==> config.mk <==
export PLATFORM = sky130hd
export DESIGN_NAME = rv_core
export DESIGN_NICKNAME = d
export VERILOG_FILES = /design/src/core_pkg.sv /design/src/alu.sv /design/src/regfile.sv /design/src/decoder.sv /design/src/fetch_unit.sv /design/src/fetch_queue.sv /design/src/execute_unit.sv /design/src/rv_core.sv
export SDC_FILE = /design/constraint.sdc
export NUM_CORES = 2
export LEC_CHECK = 0
export CORE_MARGIN = 2
export CORE_UTILIZATION = 33
export CTS_BUF_LIST = sky130_fd_sc_hd__clkbuf_8
export CTS_CLUSTER_SIZE = 24
export DETAILED_ROUTE_END_ITERATION = 7
export DONT_BUFFER_PORTS = 1
export HOLD_SLACK_MARGIN = 0.03
export MAX_ROUTING_LAYER = met4
export PLACE_DENSITY = 0.56
export SLEW_MARGIN = 20
export SYNTH_ARGS = -nofsm -noshare
export SYNTH_HDL_FRONTEND = slang
export SYNTH_SLANG_ARGS = --single-unit
==> constraint.sdc <==
create_clock -name clk -period 24.3 [get_ports clk]
set_input_delay 1.215 -clock clk [delete_from_list [all_inputs] [get_ports clk]]
set_output_delay 1.215 -clock clk [all_outputs]
set_load 0.05 [all_outputs]
==> src/core_pkg.sv <==
/* core widths, reset PC and RV32I opcode constants
   instruction class and ALU op enums, packet structs for fetch, decode and retire */
`default_nettype none

package core_pkg;

    localparam int XLEN        = 32;
    localparam int REG_COUNT   = 32;
    localparam int QUEUE_DEPTH = 2;
    localparam int QUEUE_PTR_W = $clog2(QUEUE_DEPTH);
    localparam int QUEUE_CNT_W = $clog2(QUEUE_DEPTH + 1); // holds 0..QUEUE_DEPTH

    typedef logic [XLEN-1:0]              word_t;
    typedef logic [XLEN-1:0]              addr_t;
    typedef logic [31:0]                  inst_word_t;
    typedef logic [$clog2(REG_COUNT)-1:0] reg_idx_t;

    localparam addr_t RESET_PC = 32'h8000_0000;

    // major opcodes handled by the core
    localparam logic [6:0] OPC_OP     = 7'b0110011;
    localparam logic [6:0] OPC_OP_IMM = 7'b0010011;
    localparam logic [6:0] OPC_LUI    = 7'b0110111;
    localparam logic [6:0] OPC_AUIPC  = 7'b0010111;
    localparam logic [6:0] OPC_BRANCH = 7'b1100011;
    localparam logic [6:0] OPC_JAL    = 7'b1101111;
    localparam logic [6:0] OPC_JALR   = 7'b1100111;

    typedef enum logic [2:0] {
        CLASS_R,
        CLASS_I,      // OP_IMM and JALR
        CLASS_B,
        CLASS_U,      // LUI and AUIPC
        CLASS_J,
        CLASS_NONE    // anything else, retires without effect
    } inst_class_t;

    typedef enum logic [3:0] {
        ALU_ADD,
        ALU_SUB,
        ALU_SLL,
        ALU_SLT,
        ALU_SLTU,
        ALU_XOR,
        ALU_SRL,
        ALU_SRA,
        ALU_OR,
        ALU_AND
    } alu_op_t;

    typedef struct packed {
        addr_t      pc;
        inst_word_t inst;
    } fetch_pkt_t;

    typedef struct packed {
        logic [6:0]  opcode;
        logic [2:0]  funct3;
        reg_idx_t    rd;
        reg_idx_t    rs1;
        reg_idx_t    rs2;
        word_t       imm;
        inst_class_t iclass;
        alu_op_t     alu_op;
    } decoded_t;

    typedef struct packed {
        logic  valid;
        addr_t target;
    } redirect_t;

    typedef struct packed {
        logic     valid;
        addr_t    pc;
        logic     we;
        reg_idx_t rd;
        word_t    wdata;
    } retire_t;

endpackage

`default_nettype wire

==> src/alu.sv <==
/* 32-bit integer ALU for the RV32I register and immediate operations */
`timescale 1ns/1ps
`default_nettype none

module alu import core_pkg::*; (
    input  wire word_t   a,
    input  wire word_t   b,
    input  wire alu_op_t op,
    output word_t        result
);

    logic [4:0] shamt;
    logic       lt_signed;
    logic       lt_unsigned;

    assign shamt       = b[4:0];
    assign lt_signed   = ($signed(a) < $signed(b));
    assign lt_unsigned = (a < b);

    always_comb begin
        case (op)
            ALU_ADD:  result = a + b;
            ALU_SUB:  result = a - b;
            ALU_SLL:  result = a << shamt;
            ALU_SLT:  result = {{(XLEN-1){1'b0}}, lt_signed};
            ALU_SLTU: result = {{(XLEN-1){1'b0}}, lt_unsigned};
            ALU_XOR:  result = a ^ b;
            ALU_SRL:  result = a >> shamt;
            ALU_SRA:  result = word_t'($signed(a) >>> shamt);
            ALU_OR:   result = a | b;
            ALU_AND:  result = a & b;
            default:  result = a + b;
        endcase
    end

endmodule

`default_nettype wire

==> src/regfile.sv <==
/* integer register file, 32 by 32, two read ports and one write port */
`timescale 1ns/1ps
`default_nettype none

module regfile import core_pkg::*; (
    input  wire           clk,
    input  wire           reset,
    input  wire           we,
    input  wire reg_idx_t waddr,
    input  wire word_t    wdata,
    input  wire reg_idx_t raddr1,
    input  wire reg_idx_t raddr2,
    output word_t         rdata1,
    output word_t         rdata2
);

    word_t regs [REG_COUNT];

    always_ff @(posedge clk) begin
        if (reset) begin
            for (int i = 0; i < REG_COUNT; i++) begin
                regs[i] <= '0;
            end
        end else if (we && waddr != '0) begin
            regs[waddr] <= wdata;   // x0 writes dropped
        end
    end

    assign rdata1 = (raddr1 == '0) ? '0 : regs[raddr1];
    assign rdata2 = (raddr2 == '0) ? '0 : regs[raddr2];

endmodule

`default_nettype wire

==> src/decoder.sv <==
/* instruction decoder: field slicing, immediate generation,
   instruction class and ALU operation */
`timescale 1ns/1ps
`default_nettype none

module decoder import core_pkg::*; (
    input  wire inst_word_t inst,
    output decoded_t        dec
);

    logic [6:0]  opcode;
    logic [2:0]  funct3;
    logic        funct7_b5;
    inst_class_t iclass;
    word_t       imm;
    alu_op_t     alu_op;

    assign opcode    = inst[6:0];
    assign funct3    = inst[14:12];
    assign funct7_b5 = inst[30];

    always_comb begin
        case (opcode)
            OPC_OP:               iclass = CLASS_R;
            OPC_OP_IMM, OPC_JALR: iclass = CLASS_I;
            OPC_BRANCH:           iclass = CLASS_B;
            OPC_LUI, OPC_AUIPC:   iclass = CLASS_U;
            OPC_JAL:              iclass = CLASS_J;
            default:              iclass = CLASS_NONE;
        endcase
    end

    always_comb begin
        case (iclass)
            CLASS_I: imm = {{20{inst[31]}}, inst[31:20]};
            CLASS_B: imm = {{19{inst[31]}}, inst[31], inst[7], inst[30:25], inst[11:8], 1'b0};
            CLASS_U: imm = {inst[31:12], 12'b0};
            CLASS_J: imm = {{11{inst[31]}}, inst[31], inst[19:12], inst[20], inst[30:21], 1'b0};
            default: imm = '0;   // R type has no immediate
        endcase
    end

    // branches, jumps and U types all use add
    always_comb begin
        alu_op = ALU_ADD;
        if (opcode == OPC_OP || opcode == OPC_OP_IMM) begin
            case (funct3)
                3'b000:  alu_op = (iclass == CLASS_R && funct7_b5) ? ALU_SUB : ALU_ADD;
                3'b001:  alu_op = ALU_SLL;
                3'b010:  alu_op = ALU_SLT;
                3'b011:  alu_op = ALU_SLTU;
                3'b100:  alu_op = ALU_XOR;
                3'b101:  alu_op = funct7_b5 ? ALU_SRA : ALU_SRL;  // same bit for SRAI
                3'b110:  alu_op = ALU_OR;
                default: alu_op = ALU_AND;
            endcase
        end
    end

    always_comb begin
        dec.opcode = opcode;
        dec.funct3 = funct3;
        dec.rd     = inst[11:7];
        dec.rs1    = inst[19:15];
        dec.rs2    = inst[24:20];
        dec.imm    = imm;
        dec.iclass = iclass;
        dec.alu_op = alu_op;
    end

endmodule

`default_nettype wire

==> src/fetch_unit.sv <==
/* fetch unit: PC register, four-phase instruction memory handshake,
   redirect handling and hand-off of fetched packets to the queue */
`timescale 1ns/1ps
`default_nettype none

module fetch_unit import core_pkg::*; (
    input  wire              clk,
    input  wire              reset,
    output logic             imem_req,
    output addr_t            imem_addr,
    input  wire              imem_ack,
    input  wire inst_word_t  imem_data,
    input  wire redirect_t   redirect,
    output logic             push_valid,
    output fetch_pkt_t       push_pkt,
    input  wire              push_ready
);

    typedef enum logic [1:0] {
        IDLE,
        REQ,        // req high, waiting for ack
        ACK_LOW,    // req dropped, waiting for ack to fall
        HOLD        // packet offered to the queue
    } fetch_state_t;

    fetch_state_t state, state_next;
    addr_t        pc;          // next address to fetch
    addr_t        req_addr;    // address of the request on the bus
    addr_t        next_fetch;
    fetch_pkt_t   pkt;
    logic         discard;     // in-flight fetch belongs to the old path
    logic         raise;

    assign imem_req   = (state == REQ);
    assign imem_addr  = req_addr;
    assign push_valid = (state == HOLD);
    assign push_pkt   = pkt;
    assign next_fetch = redirect.valid ? redirect.target : pc;

    always_comb begin
        state_next = state;
        case (state)
            IDLE:    state_next = REQ;
            REQ:     if (imem_ack) state_next = ACK_LOW;
            ACK_LOW: begin
                // stale data is dropped here, never reaches the queue
                if (!imem_ack) state_next = (discard || redirect.valid) ? REQ : HOLD;
            end
            HOLD:    if (push_ready || redirect.valid) state_next = REQ;
            default: state_next = IDLE;
        endcase
    end

    assign raise = (state != REQ) && (state_next == REQ);

    always_ff @(posedge clk) begin
        if (reset) begin
            state    <= IDLE;
            pc       <= RESET_PC;
            req_addr <= RESET_PC;
            discard  <= 1'b0;
        end else begin
            state <= state_next;
            if (raise) begin
                req_addr <= next_fetch;       // stable until the next raise
                pc       <= next_fetch + 32'd4;
            end else if (redirect.valid) begin
                pc <= redirect.target;
            end
            if (raise)
                discard <= 1'b0;
            else if (redirect.valid && (state == REQ || state == ACK_LOW))
                discard <= 1'b1;
        end
    end

    // capture on the ack edge
    always_ff @(posedge clk) begin
        if (state == REQ && imem_ack) begin
            pkt.pc   <= req_addr;
            pkt.inst <= imem_data;
        end
    end

endmodule

`default_nettype wire

==> src/fetch_queue.sv <==
/* fetch queue: two-entry circular FIFO of fetch packets with flush */
`timescale 1ns/1ps
`default_nettype none

module fetch_queue import core_pkg::*; (
    input  wire              clk,
    input  wire              reset,
    input  wire              flush,
    input  wire              push_valid,
    input  wire fetch_pkt_t  push_pkt,
    output logic             push_ready,
    output logic             pop_valid,
    output fetch_pkt_t       pop_pkt,
    input  wire              pop_ready
);

    fetch_pkt_t             mem [QUEUE_DEPTH];
    logic [QUEUE_PTR_W-1:0] rd_ptr, wr_ptr;
    logic [QUEUE_CNT_W-1:0] count;
    logic                   do_push, do_pop;

    function automatic logic [QUEUE_PTR_W-1:0] ptr_inc(input logic [QUEUE_PTR_W-1:0] p);
        ptr_inc = (p == QUEUE_PTR_W'(QUEUE_DEPTH - 1)) ? '0 : p + 1'b1;
    endfunction

    assign push_ready = (count != QUEUE_CNT_W'(QUEUE_DEPTH));
    assign pop_valid  = (count != '0);
    assign pop_pkt    = mem[rd_ptr];
    assign do_push    = push_valid && push_ready;
    assign do_pop     = pop_valid && pop_ready;

    always_ff @(posedge clk) begin
        if (reset || flush) begin
            rd_ptr <= '0;
            wr_ptr <= '0;
            count  <= '0;
        end else begin
            if (do_push) wr_ptr <= ptr_inc(wr_ptr);
            if (do_pop)  rd_ptr <= ptr_inc(rd_ptr);
            case ({do_push, do_pop})
                2'b10:   count <= count + 1'b1;
                2'b01:   count <= count - 1'b1;
                default: count <= count;  // idle or push and pop together
            endcase
        end
    end

    always_ff @(posedge clk) begin
        if (do_push && !flush) mem[wr_ptr] <= push_pkt;
    end

endmodule

`default_nettype wire

==> src/execute_unit.sv <==
/* execute unit: decode, register read, ALU operand selection, branch decision,
   redirect generation, register write-back and retire register */
`timescale 1ns/1ps
`default_nettype none

module execute_unit import core_pkg::*; (
    input  wire              clk,
    input  wire              reset,
    input  wire              pop_valid,
    input  wire fetch_pkt_t  pop_pkt,
    output logic             pop_ready,
    output redirect_t        redirect,
    output retire_t          retire
);

    decoded_t dec;
    word_t    rs1_data, rs2_data;
    word_t    alu_a, alu_b, alu_result;
    word_t    wdata;
    addr_t    link_addr;
    addr_t    target;
    logic     accept, taken, wr_en, is_jalr, is_link;

    assign pop_ready = 1'b1;   // single-cycle execute, never stalls
    assign accept    = pop_valid && pop_ready;

    decoder u_decoder (
        .inst (pop_pkt.inst),
        .dec  (dec)
    );

    regfile u_regfile (
        .clk    (clk),
        .reset  (reset),
        .we     (accept && wr_en),
        .waddr  (dec.rd),
        .wdata  (wdata),
        .raddr1 (dec.rs1),
        .raddr2 (dec.rs2),
        .rdata1 (rs1_data),
        .rdata2 (rs2_data)
    );

    alu u_alu (
        .a      (alu_a),
        .b      (alu_b),
        .op     (dec.alu_op),
        .result (alu_result)
    );

    assign is_jalr = (dec.opcode == OPC_JALR);
    assign is_link = is_jalr || (dec.opcode == OPC_JAL);

    always_comb begin
        alu_a = rs1_data;
        alu_b = rs2_data;
        case (dec.iclass)
            CLASS_I: alu_b = dec.imm;
            CLASS_U: begin
                alu_a = (dec.opcode == OPC_LUI) ? '0 : pop_pkt.pc;
                alu_b = dec.imm;
            end
            CLASS_B, CLASS_J: begin   // ALU forms the target
                alu_a = pop_pkt.pc;
                alu_b = dec.imm;
            end
            default: ;
        endcase
    end

    always_comb begin
        taken = 1'b0;
        case (dec.iclass)
            CLASS_B: begin
                case (dec.funct3)
                    3'b000:  taken = (rs1_data == rs2_data);
                    3'b001:  taken = (rs1_data != rs2_data);
                    3'b100:  taken = ($signed(rs1_data) < $signed(rs2_data));
                    3'b101:  taken = ($signed(rs1_data) >= $signed(rs2_data));
                    3'b110:  taken = (rs1_data < rs2_data);
                    3'b111:  taken = (rs1_data >= rs2_data);
                    default: taken = 1'b0;
                endcase
            end
            CLASS_J: taken = 1'b1;
            CLASS_I: taken = is_jalr;
            default: taken = 1'b0;
        endcase
    end

    assign link_addr = pop_pkt.pc + 32'd4;
    assign target    = is_jalr ? {alu_result[XLEN-1:1], 1'b0} : alu_result;
    assign wr_en     = (dec.iclass == CLASS_R) || (dec.iclass == CLASS_I) ||
                       (dec.iclass == CLASS_U) || (dec.iclass == CLASS_J);
    assign wdata     = is_link ? link_addr : alu_result;

    // flushes the queue and steers fetch on the accepting edge
    assign redirect.valid  = accept && taken;
    assign redirect.target = target;

    always_ff @(posedge clk) begin
        if (reset)
            retire.valid <= 1'b0;
        else
            retire.valid <= accept;
        retire.pc    <= pop_pkt.pc;
        retire.we    <= wr_en;
        retire.rd    <= dec.rd;
        retire.wdata <= wdata;
    end

endmodule

`default_nettype wire

==> src/rv_core.sv <==
/* RV32I core top: fetch unit, fetch queue and execute unit */
`timescale 1ns/1ps
`default_nettype none

module rv_core import core_pkg::*; (
    input  wire              clk,
    input  wire              reset,
    output logic             imem_req,
    output addr_t            imem_addr,
    input  wire              imem_ack,
    input  wire inst_word_t  imem_data,
    output retire_t          retire
);

    logic       push_valid, push_ready;
    fetch_pkt_t push_pkt;
    logic       pop_valid, pop_ready;
    fetch_pkt_t pop_pkt;
    redirect_t  redirect;

    fetch_unit u_fetch_unit (
        .clk        (clk),
        .reset      (reset),
        .imem_req   (imem_req),
        .imem_addr  (imem_addr),
        .imem_ack   (imem_ack),
        .imem_data  (imem_data),
        .redirect   (redirect),
        .push_valid (push_valid),
        .push_pkt   (push_pkt),
        .push_ready (push_ready)
    );

    fetch_queue u_fetch_queue (
        .clk        (clk),
        .reset      (reset),
        .flush      (redirect.valid),
        .push_valid (push_valid),
        .push_pkt   (push_pkt),
        .push_ready (push_ready),
        .pop_valid  (pop_valid),
        .pop_pkt    (pop_pkt),
        .pop_ready  (pop_ready)
    );

    execute_unit u_execute_unit (
        .clk       (clk),
        .reset     (reset),
        .pop_valid (pop_valid),
        .pop_pkt   (pop_pkt),
        .pop_ready (pop_ready),
        .redirect  (redirect),
        .retire    (retire)
    );

endmodule

`default_nettype wire

### Yosys cells after proc, flatten, opt, wreduce, memory -nomap -nowiden

Memories as Yosys holds them, arrays and structs flattened. A register that Yosys moved wholly into a read port is not among the register bits.
Index checks and enable logic that the tools add are counted.

| word-level totals | value |
|---|---|
| bits in writable memories | 1152 |
| register bits | 206 |
| memories | 2 |

Memories:

| name | depth | width | read ports | clocked after memory_dff | wr ports | RTL line | source |
|---|---|---|---|---|---|---|---|
| u_execute_unit.u_regfile.regs | 32 | 32 | 2 | 0 | 32 | regfile.sv:17 | `word_t regs [REG_COUNT];` |
| u_fetch_queue.mem | 2 | 64 | 1 | 1 | 1 | fetch_queue.sv:17 | `fetch_pkt_t mem [QUEUE_DEPTH];` |

| operators by class | value |
|---|---|
| reduce and logical (&&, ||, !) cells | 33 |
| bitwise logic cells | 3 |
| muxes and demuxes | 38 |
| add/sub/neg operators | 8 |
| equality and inequality tests | 37 |
| order comparisons | 6 |
| shift operators | 3 |

Operators with widths:

| kind | number |
|---|---|
| one-hot mux 32 bit (9 select lines) | 1 |
| 2-to-1 mux 32 bit | 8 |
| less-than comparator 32 bit | 4 |
| one-hot mux 32 bit (4 select lines) | 1 |
| adder 32 x 3 -> 32 bit (second input constant) | 2 |
| >= comparator 32 bit | 2 |
| one-hot mux 32 bit (2 select lines) | 1 |
| adder 32 bit | 1 |
| bitwise AND 32 bit | 1 |
| == test 32 bit | 1 |
| != test 32 bit | 1 |
| bitwise OR 32 bit | 1 |
| OR reduction 32 bit | 1 |
| left shift 32 x 5 -> 32 bit | 1 |
| right shift 32 x 5 -> 32 bit | 1 |
| >>> shifter 32 x 5 -> 32 bit | 1 |
| subtractor 32 bit | 1 |
| bitwise XOR 32 bit | 1 |
| one-hot mux 4 bit (7 select lines) | 1 |
| == test 7 bit (second input constant) | 3 |
| == test 4 x 3 -> 1 bit (second input constant) | 4 |
| == test 3 bit (second input constant) | 5 |
| 2-to-1 mux 1 bit | 15 |
| one-hot mux 3 bit (5 select lines) | 1 |
| other kinds (31) | 69 |

### Depth between registers and ports, before layout

| depth | value |
|---|---|
| word-level depth | 14 |
| depth in mapped cells | 33 |
| gate-level depth less buffers | 26 |

### Modules after synthesis

A second synthesis with hierarchy kept.

| second synthesis, totals | value |
|---|---|
| cells, all modules | 6062 |
| area total of the unflattened synthesis | 78450.2 µm² |

By module, submodules not included:

| module | seq. area each (µm²) | cells each | area an instance (µm²) | times used |
|---|---|---|---|---|
| regfile | 30749.5 | 3502 | 54253.3 | 1 |
| alu | 0.0 | 1287 | 9092.5 | 1 |
| fetch_unit | 3263.1 | 464 | 5576.6 | 1 |
| fetch_queue | 3943.8 | 226 | 4833.4 | 1 |
| execute_unit | 1421.4 | 470 | 3913.8 | 1 |
| decoder | 0.0 | 113 | 780.7 | 1 |

### Worst setup path after synthesis

Ideal clock, no wire load.

| timing path | value |
|---|---|
| kind | reg2reg |
| start point | register with a tool-made name |
| end point | memory u_fetch_queue.mem[1][0] in the netlist's numbering, enable pin |
| setup slack | 13.358 ns |
| clock period less this slack | 10.942 ns |
| library setup time | 0.578 ns |
| data arrival time | 10.364 ns |
| stages on the path, launching flop included | 26 |
| path buffers | 9 |
| cell sequence | dfxtp_1 -> buf_6 -> mux2i_4 -> buf_6 -> buf_6 -> buf_2 -> clkbuf_1 -> clkbuf_1 -> buf_1 -> mux4_2 -> nand2_1 -> nand3_1 -> nand3_1 -> a21oi_1 -> inv_1 -> ha_1 -> a21o_1 -> a21o_1 -> a211o_1 -> a211o_1 -> mux2i_1 -> a31oi_1 -> nor2_2 -> clkbuf_1 -> clkbuf_1 -> nor3b_1 |

RTL lines:

| element | RTL line |
|---|---|
| end, declared | fetch_queue.sv:17 |

==> impl_metrics.py <==
metrics = {
    "setup_path": {
        "rr_endpoint": "u_execute_unit.u_regfile.regs[10][0]$_SDFFCE_PN0P_",
        "worstPathArrival_ns": 12.62,
        "cpMaxStageDelayCell": "a221oi_1",
        "r2r_setup_slack_ns": 12.55,
        "crit_path_end_kind": "register",
        "r2r-start": "u_fetch_queue.mem[1][15]$_DFFE_PP_",
        "critPathMaxStageDelay_ns": 0.99,
        "cp.buffers_inverters": 6,
        "path_class": "register to register",
        "start_kind": "register",
        "r2r_cells": 28,
        "critical-path-top-delay-family": "compound AO/OA/AOI/OAI gates",
        "required_ns": 25.17,
        "cpMostUsedCell": "buf_4",
        "worstPathMaxFanout": 77,
    },
    "yosys": {
        "netlist_top_cells_area": "edfxtp_1 44%, mux4_2 6.7%, nor2_1 5.8%",
        "ys.warnings.count": 0,
        "seq_area_frac_synth": 0.4710,
        "synth_common_cells": "1301 x nor2_1, 1216 x edfxtp_1, 995 x nand2_1, 488 x a21oi_1, 366 x clkbuf_1",
        "synth_seq_cells": 1359,
        "syn-instance-count": 8533,
        "synth.distinct_cells": 121,
        "synth_top_area_share": 0.4368,
        "avgSynthCellArea_um2": 9.797,
        "yosysMostFrequentCell": "nor2_1",
        "synthArstFlopShare": 0,
        "synth-edff-count": 1216,
        "synth_area_um2": 83600,
        "ys.flop_type": "edfxtp_1",
        "synth_top_cell_by_area": "edfxtp_1",
    },
    "sta": {
        "finalCriticalPeriod_ns": 11.75,
        "hold_viol_final": 0,
        "setup_viol": 0,
        "fmax_mhz": 85.10,
        "fin_crit_sh": 0.4836,
        "finClkSkew_ns": 0.1537,
        "slew_headroom": 0.1542,
        "rsz0062_at_grt": "no",
        "worst_pin_slew_ns": 1.264,
        "setup_tns_ns": 0,
        "slew_viol_final": 0,
    },
    "clock_network": {
        "cts_buffer_depth": 4,
        "cts_setup_buffers": 0,
        "cts_buffers": 238,
        "insertion_delay_ns": 1.08,
        "hold_buffers": 0,
        "cts_tree": "built",
        "root_buffer": "clkbuf_8",
        "cts_sinks": 1359,
        "clkTransAtPathRegs_ns": 0.06,
        "htreeDepth": 4,
        "ctsResizeCount": 0,
    },
    "grt": {
        "overflow": 0,
        "grt_pass1_wl_um": 583200,
        "grt_usage": 0.3294,
        "grt_max_degree": 154,
        "grt_pass1_vias": 72020,
        "antenna_found_initial": 25,
    },
    "floorplan": {
        "die_h_um": 507.3,
        "ios": 139,
        "die_w_um": 507.3,
        "die-area_um2": 257400,
        "initial_utilization": 0.3322,
        "rows": 184,
        "core_area_um2": 251600,
    },
    "drt": {
        "wire_per_inst_um": 35.71,
        "wl_met1_um": 164400,
        "drc": 0,
        "ant_nets": 0,
        "wl_met3_um": 55090,
        "vias": 76900,
        "firstDrtPassIters": 7,
        "dr_wl_met2_um": 175900,
        "viasPerCell": 6.436,
        "drt-initial-drc-count": 13280,
        "routed.top_layer": "met4",
        "wirelength_um": 426600,
    },
    "run": {
        "maxCapViolations": 0,
    },
    "place": {
        "port-buffer-count": 0,
        "hpwlAfterDp_um": 281400,
        "gp_congestion": 1.017,
    },
    "pwr": {
        "p_total_mw": 8.952,
        "power.density_nw_per_um2": 96.79,
        "p_sw_mw": 4.208,
        "swShare": 0.4701,
        "leakagePower_nw": 33.73,
        "clkPwrFrac": 0.243,
        "p_comb_frac": 0.431,
        "power_frac_seq": 0.326,
        "intPower_mw": 4.744,
        "ir_drop_mv": 0.09050,
    },
    "worst_hold_path": {
        "holdCritStartpoint": "imem_data[22]",
        "hp-class": "input port to register",
        "hold_path_end": "u_fetch_unit.push_pkt[22]$_DFFE_PP_",
        "hold_depth": 0,
    },
    "finish": {
        "final_nets": 8557,
        "drive_gt1_frac": 0.1393,
        "area_growth_pct": 10.64,
        "nFillCells": 24970,
    },
    "status": {
        "status": "finished, final reports clean",
    },
}
## worst register-to-register path: cells and delay by family (launching register included)
| kind | cells | cell delay (ns) |
|---|---|---|
| AOI/OAI and AO/OA | 18 | 6.62 |
| adders and majority gates | 1 | 0.37 |
| buffers and inverters | 6 | 3.09 |
| DFF | 1 | 0.34 |
| muxes | 1 | 0.85 |
| and+or+nand+nor | 2 | 0.28 |
## cell families after synthesis
group | count (synthesis) | synth area share
AO/OA/AOI/OAI | 2151 | 0.1741
adder cells (fa/ha/maj) | 138 | 0.02083
XOR/XNOR | 65 | 0.006810
other | 1 | 0.00004486
multiplexers | 509 | 0.1001
flip-flops | 1359 | 0.4710
AND/OR/NAND/NOR | 3249 | 0.1696
buffers and inverters | 1061 | 0.05746
## cell type report
type / count / area, um2 / share of cell area
multi-input cells: 6144 / 40310 / 0.4359
flip-flops and latches: 1359 / 39380 / 0.4258
well taps: 3348 / 4189 / 0.04529
clock buffers: 260 / 3578 / 0.03869
repair buffers: 355 / 2789 / 0.03015
clock inverters: 179 / 1122 / 0.01213
inverters: 286 / 1075 / 0.01162
diodes: 17 / 42.54 / 0.0004599
## placed cells by master (no fill, tap or decap), types with 105 or more instances in the layout
cell,Yosys,final
edfxtp_1,1216,1216
buf_4,45,342
and2_1,133,130
mux2i_1,190,182
a211oi_1,162,160
clkbuf_8,0,260
a31oi_1,155,149
nor2b_1,121,119
a22oi_1,143,139
dfxtp_1,143,141
o21ai_0,357,356
nand3_1,295,295
ha_1,136,136
o211ai_1,105,105
inv_1,275,350
nor2_1,1301,1295
nand2_1,995,951
nand2b_1,109,107
a21oi_1,488,480
mux4_2,249,249
## power by group through the flow
stage	registers, mW	logic [mW]	clock network, mW
floorplan	2.92	2.09	0
detailed placement	2.96	3.70	0
global placement	2.96	3.70	0
CTS	2.91	3.71	2.19
finish	2.92	3.86	2.18
global route	2.93	3.94	2.29
## per-layer routing
metal / vias up / GRT usage
met5: - / -
met4: 0 / 0.1990
met3: 1274 / 0.08917
met2: 6253 / 0.4561
met1: 38230 / 0.4268
li1: 31140 / -
## worst max path at each step
stage,slack [ns],from,end,cells after the start
floorplan,13.36,register,u_fetch_queue.mem[1][0]$_DFFE_PP_,25
global placement,12.82,u_fetch_queue.mem[1][15]$_DFFE_PP_,u_execute_unit.u_regfile.regs[27][0]$_SDFFCE_PN0P_,28
detailed placement,12.77,u_fetch_queue.mem[1][15]$_DFFE_PP_,u_execute_unit.u_regfile.regs[22][0]$_SDFFCE_PN0P_,28
CTS,12.70,u_fetch_queue.mem[1][15]$_DFFE_PP_,u_execute_unit.u_regfile.regs[10][0]$_SDFFCE_PN0P_,28
global route,12.47,register,u_fetch_unit.pc[21]$_SDFF_PP0_,28
finish,12.55,u_fetch_queue.mem[1][15]$_DFFE_PP_,u_execute_unit.u_regfile.regs[10][0]$_SDFFCE_PN0P_,28
## stage by stage
step / util / instances / setup slack [ns] / instance area [um2] / hold slack (ns)
floorplan: - / 8564 / 13.36 / 83710 / 0.4215
global placement: 0.3483 / 11490 / 12.82 / 87630 / 0.4222
detailed placement: 0.3486 / 11490 / 12.77 / 87710 / 0.4296
CTS: 0.3673 / 11930 / 12.70 / 92410 / 0.2030
global route: 0.3675 / 11940 / 12.47 / 92470 / 0.2187
finish: 0.3676 / 11950 / 12.55 / 92490 / 0.2603
## sequential cells by signal, indices dropped and copies added, names as in the netlist, named ones only
name / flops
u_execute_unit.retire: 71
u_execute_unit.u_regfile.regs: 1024
u_fetch_queue.count: 2
u_fetch_queue.mem: 128
u_fetch_queue.rd_ptr: 1
u_fetch_queue.wr_ptr: 1
u_fetch_unit.discard: 1
u_fetch_unit.imem_addr: 32
u_fetch_unit.pc: 32
u_fetch_unit.push_pkt: 64
u_fetch_unit.state: 2
Note: power is estimated with default switching activity, not from simulation.
